==> config.mk <==
export PLATFORM = sky130hd
export DESIGN_NAME = writeback_stage
export DESIGN_NICKNAME = d
export VERILOG_FILES = /design/src/logic/core_pkg.sv /design/src/logic/writeback_stage.sv
export SDC_FILE = /design/constraint.sdc
export NUM_CORES = 1
export LEC_CHECK = 0
export BUFFER_PORTS_ARGS = -buffer_cell sky130_fd_sc_hd__buf_2
export CAP_MARGIN = 20
export CORE_ASPECT_RATIO = 0.7
export CORE_MARGIN = 10
export CORE_UTILIZATION = 35
export DETAILED_ROUTE_END_ITERATION = 12
export PLACE_DENSITY = 0.73
export SLEW_MARGIN = 5
export SYNTH_ARGS = -nofsm -noshare
export SYNTH_HDL_FRONTEND = slang
export SYNTH_SLANG_ARGS = --single-unit
==> constraint.sdc <==
create_clock -name clk -period 2.2 [get_ports clk]
set_input_delay 0.11 -clock clk [delete_from_list [all_inputs] [get_ports clk]]
set_output_delay 0.11 -clock clk [all_outputs]
set_load 0.02 [all_outputs]
==> src/logic/core_pkg.sv <==
`default_nettype none

package core_pkg;

	// datapath and register file
	localparam int XLEN = 32;
	localparam int NUM_REGS = 32;
	localparam int REG_AW = 5;
	localparam int IMM_W = 16;

	// back end shape
	localparam int NUM_LANES = 2;
	localparam int WIN_DEPTH = 3;
	localparam int MUL_LATENCY = 3;

	// slot index and occupancy count share one width
	localparam int WIN_W = $clog2(WIN_DEPTH + 1);
	localparam int MUL_CNT_W = $clog2(MUL_LATENCY);

	typedef enum logic [2:0] {
		OP_ADD  = 3'd0,
		OP_SUB  = 3'd1,
		OP_AND  = 3'd2,
		OP_OR   = 3'd3,
		OP_XOR  = 3'd4,
		OP_SLL  = 3'd5,
		OP_ADDI = 3'd6,
		OP_MUL  = 3'd7
	} op_e;

	typedef enum logic {
		LANE_IDLE = 1'b0,
		LANE_MUL  = 1'b1
	} lane_state_e;

endpackage

`default_nettype wire

==> src/logic/writeback_stage.sv <==
`timescale 1ns/10ps
`default_nettype none

module writeback_stage (
	input  logic clk,
	input  logic rstn,
	input  logic [core_pkg::NUM_LANES-1:0] i_res_vld,
	input  logic [core_pkg::NUM_LANES-1:0][core_pkg::REG_AW-1:0] i_res_rd,
	input  logic [core_pkg::NUM_LANES-1:0][core_pkg::XLEN-1:0] i_res_val,
	output logic [core_pkg::NUM_LANES-1:0] o_we,
	output logic [core_pkg::NUM_LANES-1:0][core_pkg::REG_AW-1:0] o_waddr,
	output logic [core_pkg::NUM_LANES-1:0][core_pkg::XLEN-1:0] o_wdata,
	output logic [core_pkg::NUM_LANES-1:0] o_wb_vld,
	output logic [core_pkg::NUM_LANES-1:0][core_pkg::REG_AW-1:0] o_wb_addr,
	output logic [core_pkg::NUM_LANES-1:0][core_pkg::XLEN-1:0] o_wb_data
);
	import core_pkg::*;

	logic [NUM_LANES-1:0] wb_vld;
	logic [NUM_LANES-1:0][REG_AW-1:0] wb_addr;
	logic [NUM_LANES-1:0][XLEN-1:0] wb_data;

	// results for register 0 vanish here
	always_ff @(posedge clk) begin
		if (!rstn) begin
			wb_vld <= '0;
		end else begin
			for (int l = 0; l < NUM_LANES; l++) begin
				wb_vld[l] <= i_res_vld[l] && (i_res_rd[l] != '0);
			end
		end
	end

	always_ff @(posedge clk) begin
		for (int l = 0; l < NUM_LANES; l++) begin
			if (i_res_vld[l]) begin
				wb_addr[l] <= i_res_rd[l];
				wb_data[l] <= i_res_val[l];
			end
		end
	end

	// one registered result feeds regfile, scoreboard release and outputs
	assign o_we = wb_vld;
	assign o_waddr = wb_addr;
	assign o_wdata = wb_data;
	assign o_wb_vld = wb_vld;
	assign o_wb_addr = wb_addr;
	assign o_wb_data = wb_data;

	generate
		for (genvar a = 0; a < NUM_LANES; a++) begin : g_wr
			for (genvar b = a + 1; b < NUM_LANES; b++) begin : g_pair
				a_distinct_rd: assert property (@(posedge clk) disable iff (!rstn)
					!(wb_vld[a] && wb_vld[b] && wb_addr[a] == wb_addr[b]));
			end
		end
	endgenerate

endmodule

`default_nettype wire

* Word level (Yosys, flattened, before mapping)
Cells that the tools add are included.
** Word-level totals
- Register bits :: 76
- Latch bits :: 0
- Bits in writable memories :: 0
- Bits in read-only memories :: 0
- Bits of input ports :: 78
- Output and inout bits :: 152
- Logic and storage cells :: 9
- Memories kept :: 0
** Operators by class
- $add $sub $neg :: 0
- Multipliers :: 0
- Div/mod/pow operators :: 0
- $lt $le $gt $ge :: 0
- Equality and inequality tests :: 0
- Shift operators :: 0
- Mux-type cells :: 0
- Bitwise logic cells :: 0
- Reductions and logical operators :: 4
** Operators with widths (count)
- $reduce_bool A5 Y1 :: 2
- $logic_and A1 B1 Y1 :: 2

* Depth between registers and ports, before layout
- Word-level depth :: 2
- Depth in mapped cells :: 2
- Gate-level depth less buffers :: 2

* Worst setup path after synthesis
No wires, ideal clock.
- Path kind :: in2reg
- Start point :: in i_res_rd[4] (netlist bit)
- End point :: reg wb_vld[0] (netlist: o_wb_vld[0])
- Library setup time :: 0.122 ns
- Data arrival time :: 0.732 ns
- Required time :: 2.078 ns
- Path slack :: 1.346 ns
- Stages :: 2
- Buffers on the path :: 0
- Cell sequence :: or3_1 > o311a_1
** On the way
- Word-level cells in the longest chain between the ends :: 2
** RTL lines
- start, declared :: line writeback_stage.sv:8 : input logic [core_pkg::NUM_LANES-1:0][core_pkg::REG_AW-1:0] i_res_rd,
- $reduce_bool A5 Y1 :: line writeback_stage.sv:29 : wb_vld[l] <= i_res_vld[l] && (i_res_rd[l] != '0);
- $logic_and A1 B1 Y1 :: line writeback_stage.sv:29
- end signal, assigned by index :: line writeback_stage.sv:29
- end, declared :: line writeback_stage.sv:19 : logic [NUM_LANES-1:0] wb_vld;
No other way between the ends.
A chain may end at the register's enable or synchronous reset.

* Worst setup path after layout
Same ends and word-level chain as after synthesis.

==> results.md <==
* # rows at 27
* Mean Syn Cell Area at 18.4 µm²
* IO Count at 230
* Slew @ Worst Pin at 0.836 ns
* Synth Instances at 156
* N_diodes at 0
* CP Cell Sequence: dlygate4sd3_1, buf_2, or3_1, o311a_1
* Starting Density at 0.362
* Int Pwr at 0.00286 W
* Core footprint at 7910 µm²
* Buffers & Inverters on Critical Path at 2
* Worst VDD drop at 0.440 mV
* Most frequent cells in the layout: buf_2 (229), dlygate4sd3_1 (74), edfxtp_1 (74), clkbuf_16 (9), clkinv_1 (3)
* Clock transition at path regs at about 0.050 ns
* Commonest non-fill, non-tap cell in the layout: buf_2
* DIE HEIGHT at 95.7 µm
* Worst path slowest cell: dlygate4sd3_1
* Syn_nets at around 230
* TritonCTS clock tree: yes
* Fin crit share at 0.573
* Die ar. at ~12,000 µm²
* Congestion Overflow GR at 0
* Hold Crit Class: in -> reg
* Non-Filler Instances at between 400 and 500
* Critical Path Fanout Max at 2
* Crit Path Category: in -> reg
* ANT nets after route at 0
* Count of unique library cells instantiated by Yosys at 5
* Switch share at 0.261
* Static leakage at 2.09 nW
* Required @ worst endpoint at roughly 2.4 ns
* Worst stage delay on the critical path at around 0.55 ns
* Status: complete, no violations
* CTS H-tree depth at 3
* Final setup margin at roughly 0.94 ns
* Final slew viol count at 0
* Final number of setup-violating endpoints at 0
* Number of synthesis warnings at 0
* Net Sw Power at around 0.001 W
* Root Driver: clkbuf_16
* Setup crit end kind: flip-flop
* Share of cells above drive strength 1 at 0.606
* Layout area overhead at 60.2%
* DR DRC count at 0
* Gp weighted congestion at between 0.7 and 0.8
* Fmax at 0.793 GHz
* Hold_ws at 0.0803 ns
* Comb power frac at 0.186
* WP data arrival at 1.46 ns
* Post-synthesis sequential area ratio at 0.790
* Register bit total from synthesis at 76
* Tmin final at 1.26 ns
* Final nets at ~470
* Critical path's top delay family: buffers and inverters
* Largest net degree at the start of global routing at 39
* Worst slack, placed at 1.05 ns
* Relative slew slack at 0.443
* Pwr per Cell Area at 841 nW/µm²
* GRT Total Usage at 0.135
* Post_cts resized at 0
* Crit start category: input pin
* Maxcap violations at 0
* Num CTS Buffers at 9
* Fin util at 0.581
* Final hold vios at 0
* HPWL Detailed at 6510 µm
* WL final at slightly below 9000 µm
* Detailed Routing Iterations Pass 1 at 4
* Reg power frac at 0.459
* Cell Area, Synth at 2870 µm²
* Vias per std cell at 4.11
* I/O Buffers at 229
* Placed Cells at 410
* Initial drt markers at 95
* First-pass GRT wire length at 12,900 µm
* Sink Count at 76
* Filler cells at 628
* DR vias at 2,051
* RSZ-0062 raised after global routing: false
* Clock Power Share at 0.354
* Die W at 128 µm
* Final setup TNS at 0 ns
* Bufs on Longest Clock Path at 2
* Number of global-route vias before repair at about 2,300
* DR WL/cell at around 18 µm
* Initial antenna violation count at 0
[final timing paths]
path,startpoint,endpoint,cells past startpoint
worst min-delay path,rstn,o_wb_vld[0],2
worst max-delay path,i_res_rd[4],o_wb_vld[0],4
[cell type report]
type                    count  area, µm²  area share
clock buffers               9        225      0.0491
clock inverters             6       56.3      0.0123
multi-input cells           4       32.5     0.00709
flip-flops and latches     76       2260       0.493
well taps                 101        126      0.0275
repair buffers            303       1890       0.411
[stage by stage]
stage	cell area, µm²	power (W)
after floorplan	2870	0.00224
after global placement	3570	0.00241
after detailed placement	3570	0.00242
after CTS	4590	0.00391
after global routing	4590	0.00402
final	4590	0.00386
[kinds of logic (layout without fill, tap and decap cells)]
group | after synthesis | in the layout | synth area share
simple gates | 2 | 2 | 0.00437
flops | 76 | 76 | 0.790
buf+inv | 76 | 318 | 0.199
compound gates | 2 | 2 | 0.00699
[cell usage after synthesis]
cell type	n	area, µm²
dfxtp_1	2	40.0
o311a_1	2	20.0
buf_4	76	571
or3_1	2	12.5
edfxtp_1	74	2220
[power by group through the flow]
stage               clock, W  combinational, W  sequential (W)
detailed placement         0          0.000622         0.00180
floorplan                  0          0.000297         0.00195
finish               0.00137          0.000720         0.00177
CTS                  0.00141          0.000724         0.00178
global placement           0          0.000616         0.00180
global route         0.00147          0.000762         0.00179
[routing by layer]
| metal | routed length, µm | vias up | GRT usage |
|---|---|---|---|
| met4 | 88 | 0 | 0.0514 |
| met1 | 2830 | 966 | 0.120 |
| met5 | 0 | - | 0 |
| li1 | - | 957 | - |
| met2 | 5090 | 122 | 0.258 |
| met3 | 887 | 6 | 0.0686 |
[registers in the layout, indices dropped and copies added (netlist names)]
register   cells
o_waddr       10
o_wb_vld       2
o_wb_data     64
[what timing repair did]
action	in CTS	in global routing
hold buffers	74	0
hold endpoints to repair	74	0
buffers inserted	0	0
No activity file was read; power rests on OpenSTA's default activity.
