## src/logic/core_pkg.sv

```systemverilog
`default_nettype none

package core_pkg;

	// datapath and register file
	localparam int XLEN = 32;
	localparam int NUM_REGS = 32;
	localparam int REG_AW = 5;
	localparam int IMM_W = 16;

	// back end shape
	localparam int NUM_LANES = 2;
	localparam int WIN_DEPTH = 3;
	localparam int MUL_LATENCY = 3;

	// slot index and occupancy count share one width
	localparam int WIN_W = $clog2(WIN_DEPTH + 1);
	localparam int MUL_CNT_W = $clog2(MUL_LATENCY);

	typedef enum logic [2:0] {
		OP_ADD  = 3'd0,
		OP_SUB  = 3'd1,
		OP_AND  = 3'd2,
		OP_OR   = 3'd3,
		OP_XOR  = 3'd4,
		OP_SLL  = 3'd5,
		OP_ADDI = 3'd6,
		OP_MUL  = 3'd7
	} op_e;

	typedef enum logic {
		LANE_IDLE = 1'b0,
		LANE_MUL  = 1'b1
	} lane_state_e;

endpackage

`default_nettype wire

```

## src/logic/exec_lane.sv

```systemverilog
`timescale 1ns/10ps
`default_nettype none

module exec_lane (
	input  logic clk,
	input  logic rstn,
	input  logic i_iss_vld,
	input  core_pkg::op_e i_op,
	input  logic [core_pkg::REG_AW-1:0] i_rd,
	input  logic [core_pkg::XLEN-1:0] i_rs_val,
	input  logic [core_pkg::XLEN-1:0] i_rt_val,
	input  logic [core_pkg::IMM_W-1:0] i_imm,
	output logic o_busy,
	output logic o_res_vld,
	output logic [core_pkg::REG_AW-1:0] o_res_rd,
	output logic [core_pkg::XLEN-1:0] o_res_val
);
	import core_pkg::*;

	lane_state_e state;
	logic [MUL_CNT_W-1:0] mul_cnt;
	logic mul_done;
	logic [XLEN-1:0] mul_a;
	logic [XLEN-1:0] mul_b;
	logic [XLEN-1:0] mul_lo;
	logic [XLEN-1:0] imm_ext;
	logic [XLEN-1:0] alu_val;

	assign imm_ext = {{(XLEN - IMM_W){i_imm[IMM_W-1]}}, i_imm};

	always_comb begin
		case (i_op)
			OP_ADD: alu_val = i_rs_val + i_rt_val;
			OP_SUB: alu_val = i_rs_val - i_rt_val;
			OP_AND: alu_val = i_rs_val & i_rt_val;
			OP_OR: alu_val = i_rs_val | i_rt_val;
			OP_XOR: alu_val = i_rs_val ^ i_rt_val;
			OP_SLL: alu_val = i_rs_val << i_rt_val[4:0];
			OP_ADDI: alu_val = i_rs_val + imm_ext;
			default: alu_val = '0;
		endcase
	end

	// low half of the product only
	assign mul_lo = mul_a * mul_b;
	assign mul_done = (state == LANE_MUL) && (mul_cnt == MUL_CNT_W'(MUL_LATENCY - 2));

	// busy already in the cycle the multiply strobe is on the wire
	assign o_busy = (state == LANE_MUL) || (i_iss_vld && i_op == OP_MUL);

	always_ff @(posedge clk) begin
		if (!rstn) begin
			state <= LANE_IDLE;
			mul_cnt <= '0;
			o_res_vld <= 1'b0;
		end else begin
			o_res_vld <= 1'b0;
			case (state)
				LANE_IDLE: begin
					if (i_iss_vld && i_op == OP_MUL) begin
						state <= LANE_MUL;
						mul_cnt <= '0;
					end else if (i_iss_vld) begin
						o_res_vld <= 1'b1;
					end
				end
				LANE_MUL: begin
					if (mul_done) begin
						state <= LANE_IDLE;
						o_res_vld <= 1'b1;
					end else begin
						mul_cnt <= mul_cnt + 1'b1;
					end
				end
				default: state <= LANE_IDLE;
			endcase
		end
	end

	always_ff @(posedge clk) begin
		if (i_iss_vld) begin
			o_res_rd <= i_rd;
			mul_a <= i_rs_val;
			mul_b <= i_rt_val;
		end
		if (state == LANE_IDLE && i_iss_vld) begin
			o_res_val <= alu_val;
		end else if (mul_done) begin
			o_res_val <= mul_lo;
		end
	end

	a_no_issue_in_mul: assert property (@(posedge clk) disable iff (!rstn)
		state == LANE_MUL |-> !i_iss_vld);

endmodule

`default_nettype wire

```

## config.mk

```make
export PLATFORM = sky130hd
export DESIGN_NAME = exec_lane
export DESIGN_NICKNAME = d
export VERILOG_FILES = /design/src/logic/core_pkg.sv /design/src/logic/exec_lane.sv
export SDC_FILE = /design/constraint.sdc
export NUM_CORES = 2
export LEC_CHECK = 0
export ABC_CLOCK_PERIOD_IN_PS = 7300
export BUFFER_PORTS_ARGS = -buffer_cell sky130_fd_sc_hd__buf_2
export CAP_MARGIN = 5
export CORE_MARGIN = 1.5
export CORE_UTILIZATION = 40
export DETAILED_ROUTE_END_ITERATION = 6
export GPL_TIMING_DRIVEN = 0
export MAX_ROUTING_LAYER = met4
export PLACE_DENSITY = 0.69
export SLEW_MARGIN = 20
export SYNTH_ARGS = -nofsm -noshare
export SYNTH_HDL_FRONTEND = slang
export SYNTH_SLANG_ARGS = --single-unit
```

## constraint.sdc

```tcl
create_clock -name clk -period 7.3 [get_ports clk]
set_clock_uncertainty 0.15 [all_clocks]
set_input_delay 0.365 -clock clk [delete_from_list [all_inputs] [get_ports clk]]
set_output_delay 0.365 -clock clk [all_outputs]
set_load 0.05 [all_outputs]
```

# Word level (Yosys, flattened, before mapping)
# Index checks and enable logic that the tools add are counted.
[word_totals]
inputBits = 91
memories = 0
ramBits = 0
ff_bits = 105
latchBits = 0
elab_cells = 47
rom_bits = 0
output_inout_bits = 39
[classes]
multipliers = 1
eq_ne = 10
n_bitwise = 4
add_sub_neg = 4
n_reduce_logical = 7
div_mod_pow = 0
order_cmp = 0
n_mux = 13
n_shift = 1
[ops]
columns = ["operator", "count"]
rows = [
  ["one-hot mux 32 bit (7 select lines)", 1],
  ["adder 32 bit", 2],
  ["2-to-1 mux 32 bit", 2],
  ["bitwise AND 32 bit", 1],
  ["multiplier 32 x 32 -> 32 bit", 1],
  ["OR 32 bit", 1],
  ["left shift 32 x 5 -> 32 bit", 1],
  ["subtractor 32 bit", 1],
  ["bitwise XOR 32 bit", 1],
  ["equality test 3 bit, second input constant", 4],
  ["equality test 3 x 2 -> 1 bit, second input constant", 2],
  ["2-to-1 mux 1 bit", 5],
  ["2-to-1 mux 2 bit", 2],
  ["inequality test 2 bit, second input constant", 2],
  ["one-hot mux 1 bit (2 select lines)", 2],
  ["one-hot mux 2 bit (2 select lines)", 1],
  ["equality test 3 x 1 -> 1 bit, second input constant", 1],
  ["logical AND 1 bit", 3],
  ["logical NOT 3 bit", 1],
  ["adder 2 x 1 -> 2 bit, second input constant", 1],
  ["equality test 2 x 1 -> 1 bit, second input constant", 1],
  ["AND reduction 2 bit", 1],
  ["nonzero test 2 bit", 1],
  ["logical OR 1 bit", 1],
  ["inverter 1 bit", 1],
]

# Longest topological paths before layout
[logic_depth]
depth_word = 4
depth_mapped = 27
mapped_depth_nobuf = 25

# Worst setup path after synthesis
# OpenSTA, ideal clock, no wires.
[synth_timing]
path_type = "register to register"
from = "register mul_a[12]"
to = "register o_res_val[30] (netlist bit), data pin"
period_less_slack_ns = 7.135
path_buffers = 2
t_required_ns = 6.883
stages_incl_launch_ff = 26
t_arrival_ns = 6.717
slack_ns = 0.165
cell_sequence = "edfxtp_1 > clkbuf_1 > clkbuf_1 > and2_1 > fa_1 > fa_1 > fa_1 > inv_1 > fa_1 > inv_1 > fa_1 > inv_1 > fa_1 > inv_1 > fa_1 > fa_1 > ha_1 > a21oi_1 > o21bai_1 > a21oi_1 > o21ai_0 > or3_1 > o21ai_0 > o21ai_0 > mux2i_1 > o211ai_1"
[synth_via]
elab_chain_len = 3
[synth_lines]
columns = ["element", "line_no", "source"]
rows = [
  ["from (decl)", "exec_lane.sv:23", "logic [XLEN-1:0] mul_a;"],
  ["from (signal assigned)", "exec_lane.sv:83", "mul_a <= i_rs_val;"],
  ["multiplier 32 x 32 -> 32 bit", "exec_lane.sv:45", "assign mul_lo = mul_a * mul_b;"],
  ["2-to-1 mux 32 bit", "exec_lane.sv:88", "end else if (mul_done) begin"],
  ["2-to-1 mux 32 bit", "exec_lane.sv:86", "if (state == LANE_IDLE && i_iss_vld) begin"],
  ["to (signal assigned)", "exec_lane.sv:87", "o_res_val <= alu_val;"],
  ["to (signal assigned)", "exec_lane.sv:89", "o_res_val <= mul_lo;"],
  ["to (decl)", "exec_lane.sv:16", "output logic [core_pkg::XLEN-1:0] o_res_val"],
]
# No other way between the ends. The select of a mux whose other input is x is not followed.
# A chain may end at the register's enable or synchronous reset.

# Worst setup path in the final report
[layout_timing]
from = "register mul_a[16]"
to = "register o_res_val[26] (netlist bit), data pin"
# Same word-level chain as after synthesis.

==> results.sh <==
export IMPL_worstHoldPathCells=1
export IMPL_setup_violations_final=6
export IMPL_max_slew_margin=0.264
export IMPL_r2r_end="o_res_val[26]"
export IMPL_ant_nets=0
export IMPL_chipWidth_um=253
export IMPL_rsz0062_at_grt="yes"
export IMPL_synth_simple_area_share=0.165
export IMPL_overflow=0
export IMPL_finalWorstSetupSlack_ns=-0.204
export IMPL_rows=91
export IMPL_end_kind="flop"
export IMPL_cts_tree="yes"
export IMPL_cp_arrival_ns=7.43
export IMPL_yosysWarningCount=0
export IMPL_postLayoutCellArea_sq_um=28600
export IMPL_drt_first_pass_iters=7
export IMPL_pin_count=130
export IMPL_cp_max_fo=10
export IMPL_drtIter0Drc=2049
export IMPL_syn_nets=3417
export IMPL_synth_common_cells="454 x inv_1, 409 x fa_1, 318 x and2_1"
export IMPL_start_util=0.404
export IMPL_htree_levels=3
export IMPL_tightest_slew_ns=1.09
export IMPL_nFillCells=5910
export IMPL_first_global_vias=21747
export IMPL_synth_cell_type_count=78
export IMPL_via_per_inst=5.68
export IMPL_cts_buffers=9
export IMPL_crit_type="flop to flop"
export IMPL_root_buffer="clkbuf_16"
export IMPL_rrSetupSlack_ns=-0.20
export IMPL_failed_checks="negative setup slack"
export IMPL_clkLatencyLatePin_ns=0.37
export IMPL_final_core_util=0.464
export IMPL_synth_avg_cell_area_sq_um=9.24
export IMPL_drc=0
export IMPL_synth_area_leaders="fa_1 33%, edfxtp_1 12%, ha_1 11%, and2_1 8.0%, inv_1 6.8%"
export IMPL_finalHoldViolCount=0
export IMPL_syn_area_sq_um=24900
export IMPL_synth_top_area_share=0.329
export IMPL_synth_top_area_cell="fa_1"
export IMPL_clk_pin_slew_ns=0.08
export IMPL_grt_max_degree=56
export IMPL_syn_inst=2696
export IMPL_worst_r2r_path_depth=24
export IMPL_finalNetCount=3641
export IMPL_slew_viol_final=0
export IMPL_min_to="o_res_rd[3]"
export IMPL_status="finished, violations left"
export IMPL_clk_path_buf_depth=2
export IMPL_track_usage=0.303
export IMPL_synth_edf_count=101
export IMPL_synth_top_family_by_area="adder cells"
export IMPL_ys_flop_type="edfxtp_1"
export IMPL_fin_setup_tns_ns=-0.775
export IMPL_final_min_clock_period_ns=7.50
export IMPL_place_hpwl_um=73800
export IMPL_via_count=21397
export IMPL_drive_gt1_frac=0.149
export IMPL_crit_required_ns=7.22
export IMPL_gp_congestion=1.05
export IMPL_drv_cap=0
export IMPL_fin_crit_sh=1.03
export IMPL_synth_compound_area_share=0.107
export IMPL_dpl_cell_area_sq_um=26700
export IMPL_hold_start="i_rd[3]"
export IMPL_cts_sinks=105
export IMPL_holdBufCountCts=0
export IMPL_die_h_um=253
export IMPL_worst_setup_path_start_kind="flop"
export IMPL_synthXorXnorAreaFrac=0.0397
export IMPL_grt_pass1_wl_um=138000
export IMPL_ys_seq_elements=105
export IMPL_port_buffers=126
export IMPL_ys_seq_area_frac=0.125
export IMPL_antenna_found_initial=4
export IMPL_die_area_sq_um=63800
export IMPL_synthMuxAreaShare=0.0318
export IMPL_r2r_start="mul_a[16]"
export IMPL_clock_fmax_mhz=133
export IMPL_area_growth_pct=14.7
export IMPL_min_path_type="primary input to flop"
export IMPL_ys_async_sr_fraction=0
export IMPL_wl_per_cell_um=24.7
export IMPL_core_sq_um=61600
export IMPL_wirelength_um=93100
export IMPL_synth_fa_ha_area_frac=0.440
export IMPL_yosysMostFrequentCell="inv_1"
## worst max path at each step
stage	startpoint	to	slack (ns)	depth (start not counted)
after floorplan	mul_a[12]	o_res_val[30]	0.17	25
after global placement	mul_a[2]	o_res_val[29]	-1.96	24
after detailed placement	mul_a[2]	o_res_val[29]	-1.90	24
after CTS	mul_b[2]	o_res_val[30]	-0.08	23
after global routing	mul_a[16]	o_res_val[30]	-0.33	23
final	mul_a[16]	o_res_val[26]	-0.20	24
## sequential cells by signal (all words and copies together) (netlist names)
name	cells
o_res_rd	5
o_res_vld	1
state	1
mul_a	32
mul_b	32
mul_cnt	2
o_res_val	32
## cell families after synthesis
group	Yosys count
AOI/OAI and AO/OA	389
muxes	49
DFF	105
and+or+nand+nor	807
xor gates and xnor gates	113
adders and majority gates	630
buffers and inverters	603
## critical path: stages, from the launching register on
cell and delay (ns):
edfxtp_1 0.41, buf_4 0.18, clkbuf_8 0.17, and2_1 0.19
fa_1 0.52, inv_1 0.06, fa_1 0.55, fa_2 0.49
fa_1 0.50, inv_1 0.05, fa_1 0.49, fa_1 0.43
fa_2 0.60, fa_2 0.49, ha_4 0.28, a21oi_4 0.14
o21bai_1 0.10, a21oi_2 0.20, o21ai_2 0.10, or3_4 0.39
o21ai_4 0.18, buf_4 0.15, buf_6 0.10, xor2_4 0.21
o22ai_1 0.10
## stage by stage
step / std cells / hold WS [ns] / setup WS, ns
after floorplan: 2696 / 0.307 / 0.165
after global placement: 3659 / 0.326 / -1.96
after detailed placement: 3662 / 0.326 / -1.90
after CTS: 3738 / 0.0157 / -0.0819
after global routing: 3763 / 0.0102 / -0.327
final: 3764 / 0.0176 / -0.204
## cells in the final DEF (no fill, tap or decap), drive strengths merged, types with 13 or more instances in the layout
master	n
a211oi	18
a21o	19
a21oi	73
a221o	25
a221oi	15
a22oi	33
and2	319
buf	248
clkbuf	123
edfxtp	101
fa	409
ha	221
inv	456
mux2i	24
mux4	24
nand2	311
nand3	19
nor2	63
nor2b	13
nor3	28
o21ai	69
o22ai	52
xnor2	86
xor2	27
## cell type report
| type | instances | area (sq um) | area share |
|---|---|---|---|
| Sequential cell | 105 | 3110 | 0.109 |
| Antenna cell | 2 | 5.00 | 0.000175 |
| Inverter | 456 | 1710 | 0.0599 |
| Tap cell | 837 | 1050 | 0.0366 |
| Clock inverter | 5 | 40.0 | 0.00140 |
| Buffer | 134 | 895 | 0.0313 |
| Timing Repair Buffer | 226 | 1500 | 0.0523 |
| Multi-Input combinational cell | 1988 | 20000 | 0.701 |
| Clock buffer | 11 | 233 | 0.00814 |
## routing by layer
metal | part of all wire | global-route usage | up-vias
li1 | - | - | 9175
met4 | 0.065 | 0.156 | 0
met3 | 0.097 | 0.0558 | 288
met1 | 0.39 | 0.383 | 10733
met5 | 0 | - | -
met2 | 0.45 | 0.464 | 1201
## what timing repair did
action	in CTS	in global routing
pin swaps	47	51
resized for setup	182	94
gates cloned	1	0
setup endpoints to repair	19	11
setup buffers	72	24
Power is not shown: default switching activity piles up to over one toggle a cycle in this logic, so the estimate is an artifact.
