## src/logic/core_pkg.sv

```systemverilog
`default_nettype none

package core_pkg;

	// datapath and register file
	localparam int XLEN = 32;
	localparam int NUM_REGS = 32;
	localparam int REG_AW = 5;
	localparam int IMM_W = 16;

	// back end shape
	localparam int NUM_LANES = 2;
	localparam int WIN_DEPTH = 3;
	localparam int MUL_LATENCY = 3;

	// slot index and occupancy count share one width
	localparam int WIN_W = $clog2(WIN_DEPTH + 1);
	localparam int MUL_CNT_W = $clog2(MUL_LATENCY);

	typedef enum logic [2:0] {
		OP_ADD  = 3'd0,
		OP_SUB  = 3'd1,
		OP_AND  = 3'd2,
		OP_OR   = 3'd3,
		OP_XOR  = 3'd4,
		OP_SLL  = 3'd5,
		OP_ADDI = 3'd6,
		OP_MUL  = 3'd7
	} op_e;

	typedef enum logic {
		LANE_IDLE = 1'b0,
		LANE_MUL  = 1'b1
	} lane_state_e;

endpackage

`default_nettype wire

```

## src/logic/issue_window.sv

```systemverilog
`timescale 1ns/10ps
`default_nettype none

module issue_window (
	input  logic clk,
	input  logic rstn,
	input  logic i_instr_vld,
	input  core_pkg::op_e i_op,
	input  logic [core_pkg::REG_AW-1:0] i_rd,
	input  logic [core_pkg::REG_AW-1:0] i_rs,
	input  logic [core_pkg::REG_AW-1:0] i_rt,
	input  logic [core_pkg::IMM_W-1:0] i_imm,
	input  logic [core_pkg::NUM_LANES-1:0] i_lane_busy,
	input  logic [core_pkg::NUM_LANES-1:0][core_pkg::XLEN-1:0] i_rs_val,
	input  logic [core_pkg::NUM_LANES-1:0][core_pkg::XLEN-1:0] i_rt_val,
	input  logic [core_pkg::NUM_LANES-1:0] i_rel_vld,
	input  logic [core_pkg::NUM_LANES-1:0][core_pkg::REG_AW-1:0] i_rel_addr,
	output logic o_instr_rdy,
	output logic [core_pkg::NUM_LANES-1:0][core_pkg::REG_AW-1:0] o_rs_addr,
	output logic [core_pkg::NUM_LANES-1:0][core_pkg::REG_AW-1:0] o_rt_addr,
	output logic [core_pkg::NUM_LANES-1:0] o_iss_vld,
	output core_pkg::op_e [core_pkg::NUM_LANES-1:0] o_iss_op,
	output logic [core_pkg::NUM_LANES-1:0][core_pkg::REG_AW-1:0] o_iss_rd,
	output logic [core_pkg::NUM_LANES-1:0][core_pkg::XLEN-1:0] o_iss_rs_val,
	output logic [core_pkg::NUM_LANES-1:0][core_pkg::XLEN-1:0] o_iss_rt_val,
	output logic [core_pkg::NUM_LANES-1:0][core_pkg::IMM_W-1:0] o_iss_imm
);
	import core_pkg::*;

	// slot 0 is the oldest entry
	logic [WIN_DEPTH-1:0] slot_vld;
	op_e slot_op [WIN_DEPTH];
	logic [REG_AW-1:0] slot_rd [WIN_DEPTH];
	logic [REG_AW-1:0] slot_rs [WIN_DEPTH];
	logic [REG_AW-1:0] slot_rt [WIN_DEPTH];
	logic [IMM_W-1:0] slot_imm [WIN_DEPTH];

	logic [WIN_DEPTH-1:0] nxt_vld;
	op_e nxt_op [WIN_DEPTH];
	logic [REG_AW-1:0] nxt_rd [WIN_DEPTH];
	logic [REG_AW-1:0] nxt_rs [WIN_DEPTH];
	logic [REG_AW-1:0] nxt_rt [WIN_DEPTH];
	logic [IMM_W-1:0] nxt_imm [WIN_DEPTH];
	logic [WIN_W-1:0] keep_cnt;

	logic [NUM_REGS-1:0] sb;
	logic [NUM_REGS-1:0] rel_mask;
	logic [NUM_REGS-1:0] pending;
	logic [NUM_REGS-1:0] set_mask;

	logic [WIN_DEPTH-1:0] slot_rdy;
	logic [WIN_DEPTH-1:0] slot_iss;
	logic [NUM_LANES-1:0] lane_go;
	logic [WIN_W-1:0] lane_slot [NUM_LANES];

	function automatic logic reg_hit(input logic [REG_AW-1:0] a, input logic [REG_AW-1:0] b);
		return (a != '0) && (a == b);
	endfunction

	// writeback releases free their register this cycle to match the forwarding path
	always_comb begin
		rel_mask = '0;
		for (int l = 0; l < NUM_LANES; l++) begin
			if (i_rel_vld[l]) begin
				rel_mask[i_rel_addr[l]] = 1'b1;
			end
		end
	end

	assign pending = sb & ~rel_mask;

	always_comb begin
		for (int s = 0; s < WIN_DEPTH; s++) begin
			slot_rdy[s] = slot_vld[s] && !pending[slot_rs[s]] && !pending[slot_rt[s]] &&
				!pending[slot_rd[s]];
			// an older waiting entry blocks raw, war and waw
			for (int o = 0; o < s; o++) begin
				if (slot_vld[o] && (reg_hit(slot_rd[o], slot_rs[s]) ||
						reg_hit(slot_rd[o], slot_rt[s]) || reg_hit(slot_rs[o], slot_rd[s]) ||
						reg_hit(slot_rt[o], slot_rd[s]) || reg_hit(slot_rd[o], slot_rd[s]))) begin
					slot_rdy[s] = 1'b0;
				end
			end
		end
	end

	// oldest ready entry takes the lowest free lane
	always_comb begin
		logic [NUM_LANES-1:0] taken;
		logic placed;
		taken = i_lane_busy;
		lane_go = '0;
		slot_iss = '0;
		for (int l = 0; l < NUM_LANES; l++) begin
			lane_slot[l] = '0;
		end
		for (int s = 0; s < WIN_DEPTH; s++) begin
			placed = 1'b0;
			for (int l = 0; l < NUM_LANES; l++) begin
				if (slot_rdy[s] && !placed && !taken[l]) begin
					taken[l] = 1'b1;
					lane_go[l] = 1'b1;
					lane_slot[l] = WIN_W'(s);
					slot_iss[s] = 1'b1;
					placed = 1'b1;
				end
			end
		end
	end

	always_comb begin
		set_mask = '0;
		for (int l = 0; l < NUM_LANES; l++) begin
			if (lane_go[l]) begin
				set_mask[slot_rd[lane_slot[l]]] = 1'b1;
			end
		end
		set_mask[0] = 1'b0;
	end

	always_comb begin
		for (int l = 0; l < NUM_LANES; l++) begin
			o_rs_addr[l] = slot_rs[lane_slot[l]];
			o_rt_addr[l] = slot_rt[lane_slot[l]];
		end
	end

	// compact survivors toward slot 0 and put the new instruction in the first free slot
	always_comb begin
		int n;
		n = 0;
		nxt_vld = '0;
		for (int s = 0; s < WIN_DEPTH; s++) begin
			nxt_op[s] = slot_op[s];
			nxt_rd[s] = slot_rd[s];
			nxt_rs[s] = slot_rs[s];
			nxt_rt[s] = slot_rt[s];
			nxt_imm[s] = slot_imm[s];
		end
		for (int s = 0; s < WIN_DEPTH; s++) begin
			if (slot_vld[s] && !slot_iss[s]) begin
				nxt_vld[n] = 1'b1;
				nxt_op[n] = slot_op[s];
				nxt_rd[n] = slot_rd[s];
				nxt_rs[n] = slot_rs[s];
				nxt_rt[n] = slot_rt[s];
				nxt_imm[n] = slot_imm[s];
				n++;
			end
		end
		keep_cnt = WIN_W'(n);
		if (i_instr_vld && n < WIN_DEPTH) begin
			nxt_vld[n] = 1'b1;
			nxt_op[n] = i_op;
			nxt_rd[n] = i_rd;
			nxt_rs[n] = i_rs;
			// addi has no rt, so it carries no false dependency
			nxt_rt[n] = (i_op == OP_ADDI) ? '0 : i_rt;
			nxt_imm[n] = i_imm;
		end
	end

	assign o_instr_rdy = keep_cnt < WIN_W'(WIN_DEPTH);

	always_ff @(posedge clk) begin
		if (!rstn) begin
			slot_vld <= '0;
			sb <= '0;
			o_iss_vld <= '0;
		end else begin
			slot_vld <= nxt_vld;
			sb <= pending | set_mask;
			o_iss_vld <= lane_go;
		end
	end

	always_ff @(posedge clk) begin
		for (int s = 0; s < WIN_DEPTH; s++) begin
			slot_op[s] <= nxt_op[s];
			slot_rd[s] <= nxt_rd[s];
			slot_rs[s] <= nxt_rs[s];
			slot_rt[s] <= nxt_rt[s];
			slot_imm[s] <= nxt_imm[s];
		end
		for (int l = 0; l < NUM_LANES; l++) begin
			if (lane_go[l]) begin
				o_iss_op[l] <= slot_op[lane_slot[l]];
				o_iss_rd[l] <= slot_rd[lane_slot[l]];
				o_iss_rs_val[l] <= i_rs_val[l];
				o_iss_rt_val[l] <= i_rt_val[l];
				o_iss_imm[l] <= slot_imm[lane_slot[l]];
			end
		end
	end

	generate
		for (genvar l = 0; l < NUM_LANES; l++) begin : g_lane_chk
			// no strobe while the lane still counts a multiply
			for (genvar k = 1; k < MUL_LATENCY; k++) begin : g_mul_gap
				a_idle_lane: assert property (@(posedge clk) disable iff (!rstn)
					o_iss_vld[l] |-> !$past(o_iss_vld[l] && o_iss_op[l] == OP_MUL, k));
			end
			a_rel_pending: assert property (@(posedge clk) disable iff (!rstn)
				i_rel_vld[l] |-> sb[i_rel_addr[l]]);
			for (genvar m = l + 1; m < NUM_LANES; m++) begin : g_pair
				a_one_slot: assert property (@(posedge clk) disable iff (!rstn)
					!(lane_go[l] && lane_go[m] && lane_slot[l] == lane_slot[m]));
			end
		end
	endgenerate

endmodule

`default_nettype wire

```

## config.mk

```make
export PLATFORM = sky130hd
export DESIGN_NAME = issue_window
export DESIGN_NICKNAME = d
export VERILOG_FILES = /design/src/logic/core_pkg.sv /design/src/logic/issue_window.sv
export SDC_FILE = /design/constraint.sdc
export NUM_CORES = 1
export LEC_CHECK = 0
export ABC_CLOCK_PERIOD_IN_PS = 31200
export BUFFER_PORTS_ARGS = -buffer_cell sky130_fd_sc_hd__buf_2
export CAP_MARGIN = 20
export CORE_ASPECT_RATIO = 0.9
export CORE_MARGIN = 5
export CORE_UTILIZATION = 35
export DETAILED_ROUTE_END_ITERATION = 8
export SYNTH_ARGS = -nofsm -noshare
export SYNTH_HDL_FRONTEND = slang
export SYNTH_SLANG_ARGS = --single-unit
```

## constraint.sdc

```tcl
create_clock -name clk -period 31.2 [get_ports clk]
set_clock_uncertainty 0.05 [all_clocks]
set_input_delay 3.12 -clock clk [delete_from_list [all_inputs] [get_ports clk]]
set_output_delay 3.12 -clock clk [all_outputs]
set_load 0.02 [all_outputs]
```

# == Yosys cells after proc, flatten, opt, wreduce, memory -nomap -nowiden ==
# Memories as Yosys holds them, arrays and structs flattened. A register that Yosys moved wholly into a read port is not among the register bits.
# Cells that the tools add are included.
# word_totals
ff_bits,175
latch_bits,0
ram_bits,102
romBits,0
inputBits,179
out_inout_bits,199
n_memories,5
# classes
n_addsub,2
mul,0
div,0
order_cmp,31
n_eq_ne,16
shifts,0
n_mux,114
bitwise_logic,11
n_reduce_logical,89
# memory_table
memory,depth,width,read_ports,rd_clocked_by_memory_dff,write_ports,line,rtl
slot_imm,3,16,5,2,3,issue_window.sv:36,logic [IMM_W-1:0] slot_imm [WIN_DEPTH];
slot_rd,3,5,5,0,3,issue_window.sv:33,logic [REG_AW-1:0] slot_rd [WIN_DEPTH];
slot_rs,3,5,5,0,3,issue_window.sv:34,logic [REG_AW-1:0] slot_rs [WIN_DEPTH];
slot_rt,3,5,5,0,3,issue_window.sv:35,logic [REG_AW-1:0] slot_rt [WIN_DEPTH];
slot_op,3,3,5,2,3,issue_window.sv:32,op_e slot_op [WIN_DEPTH];
# op_table
operator,n
$mux W32,6
$bwmux W48,3
$mux W48,3
$bwmux W15,9
$mux W15,9
$not A32 Y32,4
$demux W16 S2,3
$ge A32 B1 Y1 const B,3
$ge A32 B3 Y1 const B,3
$lt A32 B1 Y1 const B,3
$lt A32 B4 Y1 const B,3
$or A32 B32 Y32,3
$lt A5 B6 Y1 const B,13
$eq A5 B5 Y1,15
$add A32 B2 Y32 const B,2
$logic_and A1 B1 Y1,50
$mux W16,3
$bmux W1 S5,9
$mux W1,38
$and A32 B32 Y32,1
$lt A32 B3 Y1 const B,1
$demux W5 S2,3
$reduce_bool A5 Y1,6
$bwmux W9,3
other kinds (14),67

# == Longest topological paths before layout ==
# logic_depth
depth_word,37
mapped_depth,21
mapped_depth_nobuf,16

# == Worst setup path before layout ==
# Ideal clock, no wire load.
# synth_timing
kind,input to register
start,in i_rel_addr[9] in the netlist's numbering
end,"reg o_iss_imm[16] in the netlist's numbering, read port of slot_imm (enable)"
setup_time_ns,0.667
t_arrival_ns,12.212
t_required_ns,30.483
path_slack_ns,18.271
stages,13
cell_sequence,buf_2 > or4b_1 > buf_2 > o221ai_4 > nor2_1 > or4_1 > nand4_1 > a221oi_2 > nor4b_4 > nand2_1 > o21ai_0 > nor2_1 > a211oi_1
# synth_via
elab_chain_len,26
# synth_lines
item,line,rtl
from (decl),issue_window.sv:17,"input logic [core_pkg::NUM_LANES-1:0][core_pkg::REG_AW-1:0] i_rel_addr,"
$lt A5 B6 Y1 (implied by the code) / $ge A5 B1 Y1 (equally long branches),issue_window.sv:65,rel_mask[i_rel_addr[l]] = 1'b1;
$logic_and A1 B1 Y1 (implied by the code),issue_window.sv:65,
$mux W1 (implied by the code),issue_window.sv:65,
$demux W1 S5 (*),issue_window.sv:65,
$or A32 B32 Y32 (no source line) (*),n/a,
$mux W32 (*),issue_window.sv:64,if (i_rel_vld[l]) begin
$not A32 Y32 (*),issue_window.sv:70,assign pending = sb & ~rel_mask;
$and A32 B32 Y32 (*),issue_window.sv:70,
[... 11 more ...],n/a,
$logic_not A1 Y1 / $mux W1 (equally long branches),issue_window.sv:100,if (slot_rdy[s] && !placed && !taken[l]) begin
$logic_and A1 B1 Y1 / $logic_not A1 Y1 (equally long branches),issue_window.sv:100,
$mux W1 / $logic_and A1 B1 Y1 (equally long branches),issue_window.sv:100,
$logic_not A1 Y1 / $mux W1 (equally long branches),issue_window.sv:100,
$logic_and A1 B1 Y1 / $logic_not A1 Y1 (equally long branches),issue_window.sv:100,
$logic_and A1 B1 Y1,issue_window.sv:100,
$mux W1 (*),issue_window.sv:100,
named net lane_go[1],issue_window.sv:53,logic [NUM_LANES-1:0] lane_go;
to (decl),issue_window.sv:26,output logic [core_pkg::NUM_LANES-1:0][core_pkg::IMM_W-1:0] o_iss_imm
# Mark *: on every way through the listed nets, which the timed path passes. The rest lies on a longest branch. The select of a mux whose other input is x is not followed.
# A chain may end at the register's enable or synchronous reset.

# == Final worst setup path ==
# layout_timing
start,in i_rel_addr[6] in the netlist's numbering
end,out o_instr_rdy
# layout_via
elab_chain_len,30
# layout_lines
item,line,rtl
$lt A5 B6 Y1 (implied by the code) / $ge A5 B1 Y1 (equally long branches),issue_window.sv:65,
$logic_and A1 B1 Y1 (implied by the code),issue_window.sv:65,
$mux W1 (implied by the code),issue_window.sv:65,
$demux W1 S5 (*),issue_window.sv:65,
$or A32 B32 Y32 (no source line) (*),n/a,
$mux W32 (*),issue_window.sv:64,
$not A32 Y32 (*),issue_window.sv:70,
$and A32 B32 Y32 (*),issue_window.sv:70,
"parallel branches: the longest is 20 deep, another holds $bmux W1 S5",n/a,
$mux W32 (*),issue_window.sv:141,if (slot_vld[s] && !slot_iss[s]) begin
$lt A2 B2 Y1 (*),issue_window.sv:163,assign o_instr_rdy = keep_cnt < WIN_W'(WIN_DEPTH);
to (decl),issue_window.sv:18,"output logic o_instr_rdy,"
# Mark *: on every way between the ends. The select of a mux whose other input is x is not followed.

==> metrics.md <==
| Metric | Value |
|---|---|
| Status | complete, no violations |
| Setup TNS | 0 ps |
| Placed cell areas | 0.0207 sq mm |
| CORE AREA | 0.0517 sq mm |
| I/O pins | 378 |
| Drt pass-1 iters | 5 |
| Mapped cell area | 0.0182 sq mm |
| Main combinational cell family by area after synthesis | simple AND/OR/NAND/NOR gates |
| Initial Util | 35.3% |
| Vias in the first global route | 15700 |
| DRT iter0 DRCs | 2016 |
| Cell area after layout | 0.0219 sq mm |
| Leakage | 8.12 nW |
| Die height | 227 microns |
| DRC | 0 |
| Synth Warn # | 0 |
| Post-synth cell types | 91 |
| Util after Layout | 42.4% |
| TritonCTS buffer count | 36 |
| Antenna Nets Post-Route | 0 |
| Period utilization | 39.1% |
| PortBufs | 377 |
| Register area share after synthesis | 46.1% |
| Max-cap violations | 0 |
| Num rows | 79 |
| Syn Nets | 1922 |
| FF+latch count, synth | 315 |
| Antenna Cells | 0 |
| Cells after Synth | 1739 |
| Worst-Skew Late Latency | 550 ps |
| GP Congestion | 1.04 |
| Via Count | 16400 |
| First-pass GRT wire length | 105 mm |
| Peak Freq | 0.0820 GHz |
| CTS tree | yes |
| Die width | 251 microns |
| WL/cell | 26.1 microns |
| Post-Route WL | 72.2 mm |
| Clock Tree Buf Depth | 3 |
| Worst setup SP type | primary input |
| Minimum clock period | 12200 ps |
| Crit path capture type | primary output |
| Worst-Margin Slew | 1190 ps |
| Hold Path Class | register to register |
| Via density | 5.93 |
| Root Driver | clkbuf_16 |
| Synth Area in Adders | 0.316% |
| Clock-pin slew on the worst setup and hold paths | 60 ps |
| Slew Limit Headroom | 20.9% |
| Post-CTS Setup Inserts | 0 |
| Largest net degree at the start of global routing | 69 |
| Nets | 2232 |
| PwrDens | 83.1 mW/mm^2 |
| XOR/XNOR Fraction of Synth Area | 3.46% |
| Peak supply drop | 0.0449 mV |
| Crit Path Max Fanout | 40 |
| H-tree Lvls | 2 |
| Synthesis-to-layout area growth | 20.1% |
| Die ar. | 0.0568 sq mm |
| Post-synth EDFFs | 210 |
| Hold_ws | 569 ps |
| Crit path kind | primary input to primary output |
| Cts hold-fix bufs | 0 |
| Multiplexer share of the synthesized area | 15.3% |
| Post-synth ARST share | 0% |
| GR Overflow Total | 0 |
| DP Wirelength | 51.5 mm |
| CTS sink count | 315 |
| Fraction of layout cells with a size suffix above 1 | 32.5% |
| Global-route usage over all layers | 24.0% |
| CTS resizes | 0 |
| Final Slew Violations | 0 |
| Most common flop cell mapped by yosys | edfxtp_1 |
| Final Hold Vio Count | 0 |
| Initial antenna violation count | 4 |
| Post-synthesis compound-gate area fraction | 15.1% |
| Mean Syn Cell Area | 10.5 sq um |
| Setup repair after global routing missed its margin | false |
| CP arrival | 9030 ps |
| Final setup vio count | 0 |
| Worst path required time | 28030 ps |
| Post-Synth Simple-Gate Area | 15.3% |
[state kept, by name (all words and copies together) (netlist names)]
name	flops
o_iss_imm	32
o_iss_op	6
o_iss_rd	10
o_iss_rs_val	64
o_iss_rt_val	64
o_iss_vld	2
sb	32
slot_imm	48
slot_op	9
slot_rd	15
slot_rs	15
slot_rt	15
slot_vld	3
[cell usage in the layout, fill, tap and decap left out, types with 12 or more instances in the layout]
master	n
a211oi_1	14
a21oi_1	72
a22oi_1	22
and2_1	34
and3_1	12
buf_2	378
buf_4	40
clkbuf_16	38
clkinv_1	13
dfxtp_1	105
edfxtp_1	210
inv_1	32
mux2_2	116
mux2_4	24
mux2i_1	97
nand2_1	116
nand2b_1	21
nand3_1	40
nand4_1	13
nor2_1	133
nor3_1	48
nor4_1	34
o211ai_1	14
o21ai_0	89
o221ai_1	22
o22ai_1	18
o311ai_0	12
or2_2	14
xnor2_1	44
xor2_1	28
[synthesized netlist by cell type (40+ instances only)]
master | instances | area (sq um)
a21oi_1 | 73 | 365
clkbuf_1 | 88 | 330
dfxtp_1 | 105 | 2100
edfxtp_1 | 210 | 6310
mux2_2 | 116 | 1310
mux2i_1 | 97 | 971
nand2_1 | 116 | 435
nand3_1 | 40 | 200
nor2_1 | 133 | 499
nor3_1 | 48 | 240
o21ai_0 | 89 | 445
xnor2_1 | 44 | 385
[critical path: stages]
cell and delay (ps):
buf_2 120, nand2b_1 370, nor4b_2 990, nor2_1 190, buf_4 260, a21oi_1 170, a22o_1 200, a221oi_2 110
nor4b_4 470, nand2_1 300, nor3_4 180, buf_4 550, nor2_1 90, and2_1 230, inv_1 100, ha_1 370
nand3_4 600, nand3_1 350, buf_2 230
[cell type report]
| cell class | instances | area (sq um) |
|---|---|---|
| Fill cell | 4935 | 29800 |
| Sequential cell | 315 | 8410 |
| Clock buffer | 47 | 1010 |
| Timing Repair Buffer | 418 | 2190 |
| Clock inverter | 17 | 153 |
| Inverter | 38 | 143 |
| Tap cell | 688 | 861 |
| Multi-Input combinational cell | 1240 | 9140 |
[where the power goes]
group	internal [W]	switching [W]	total (W)
sequential	0.000545	0.000115	0.000660
clock	0.000247	0.000171	0.000418
combinational	0.000307	0.000437	0.000744
[per-stage QoR]
step | setup slack, ps | std cells | total power [W]
CTS | 19100 | 2763 | 0.00182
detailed placement | 19110 | 2699 | 0.00140
global placement | 19010 | 2698 | 0.00139
finish | 19000 | 2763 | 0.00182
global route | 18770 | 2763 | 0.00191
floorplan | 18270 | 1739 | 0.00117
[metal layers]
layer	track usage, %	wire length, microns	vias up
met5	0	13	-
met2	37.8	32800	987
met1	31.8	29200	7973
li1	-	-	7232
met4	8.98	2920	2
met3	6.56	7370	199
[final timing paths]
path | end | slack [ps] | start | cells after the start
max reg2reg | slot_imm[1][10] | 24150 | slot_rs[0][2] | 15
min | o_iss_imm[7] | 570 | slot_imm[2][7] | 2
max | o_instr_rdy | 19000 | i_rel_addr[6] | 19
min reg2reg | o_iss_imm[7] | 570 | slot_imm[2][7] | 2
[logic make-up after synthesis]
kind of cell,count (synthesis)
buf+inv,184
compound gates,385
flops,315
simple gates,535
fa+ha+maj,4
mux,244
xor+xnor,72
Note: power is estimated with default switching activity, not from simulation.
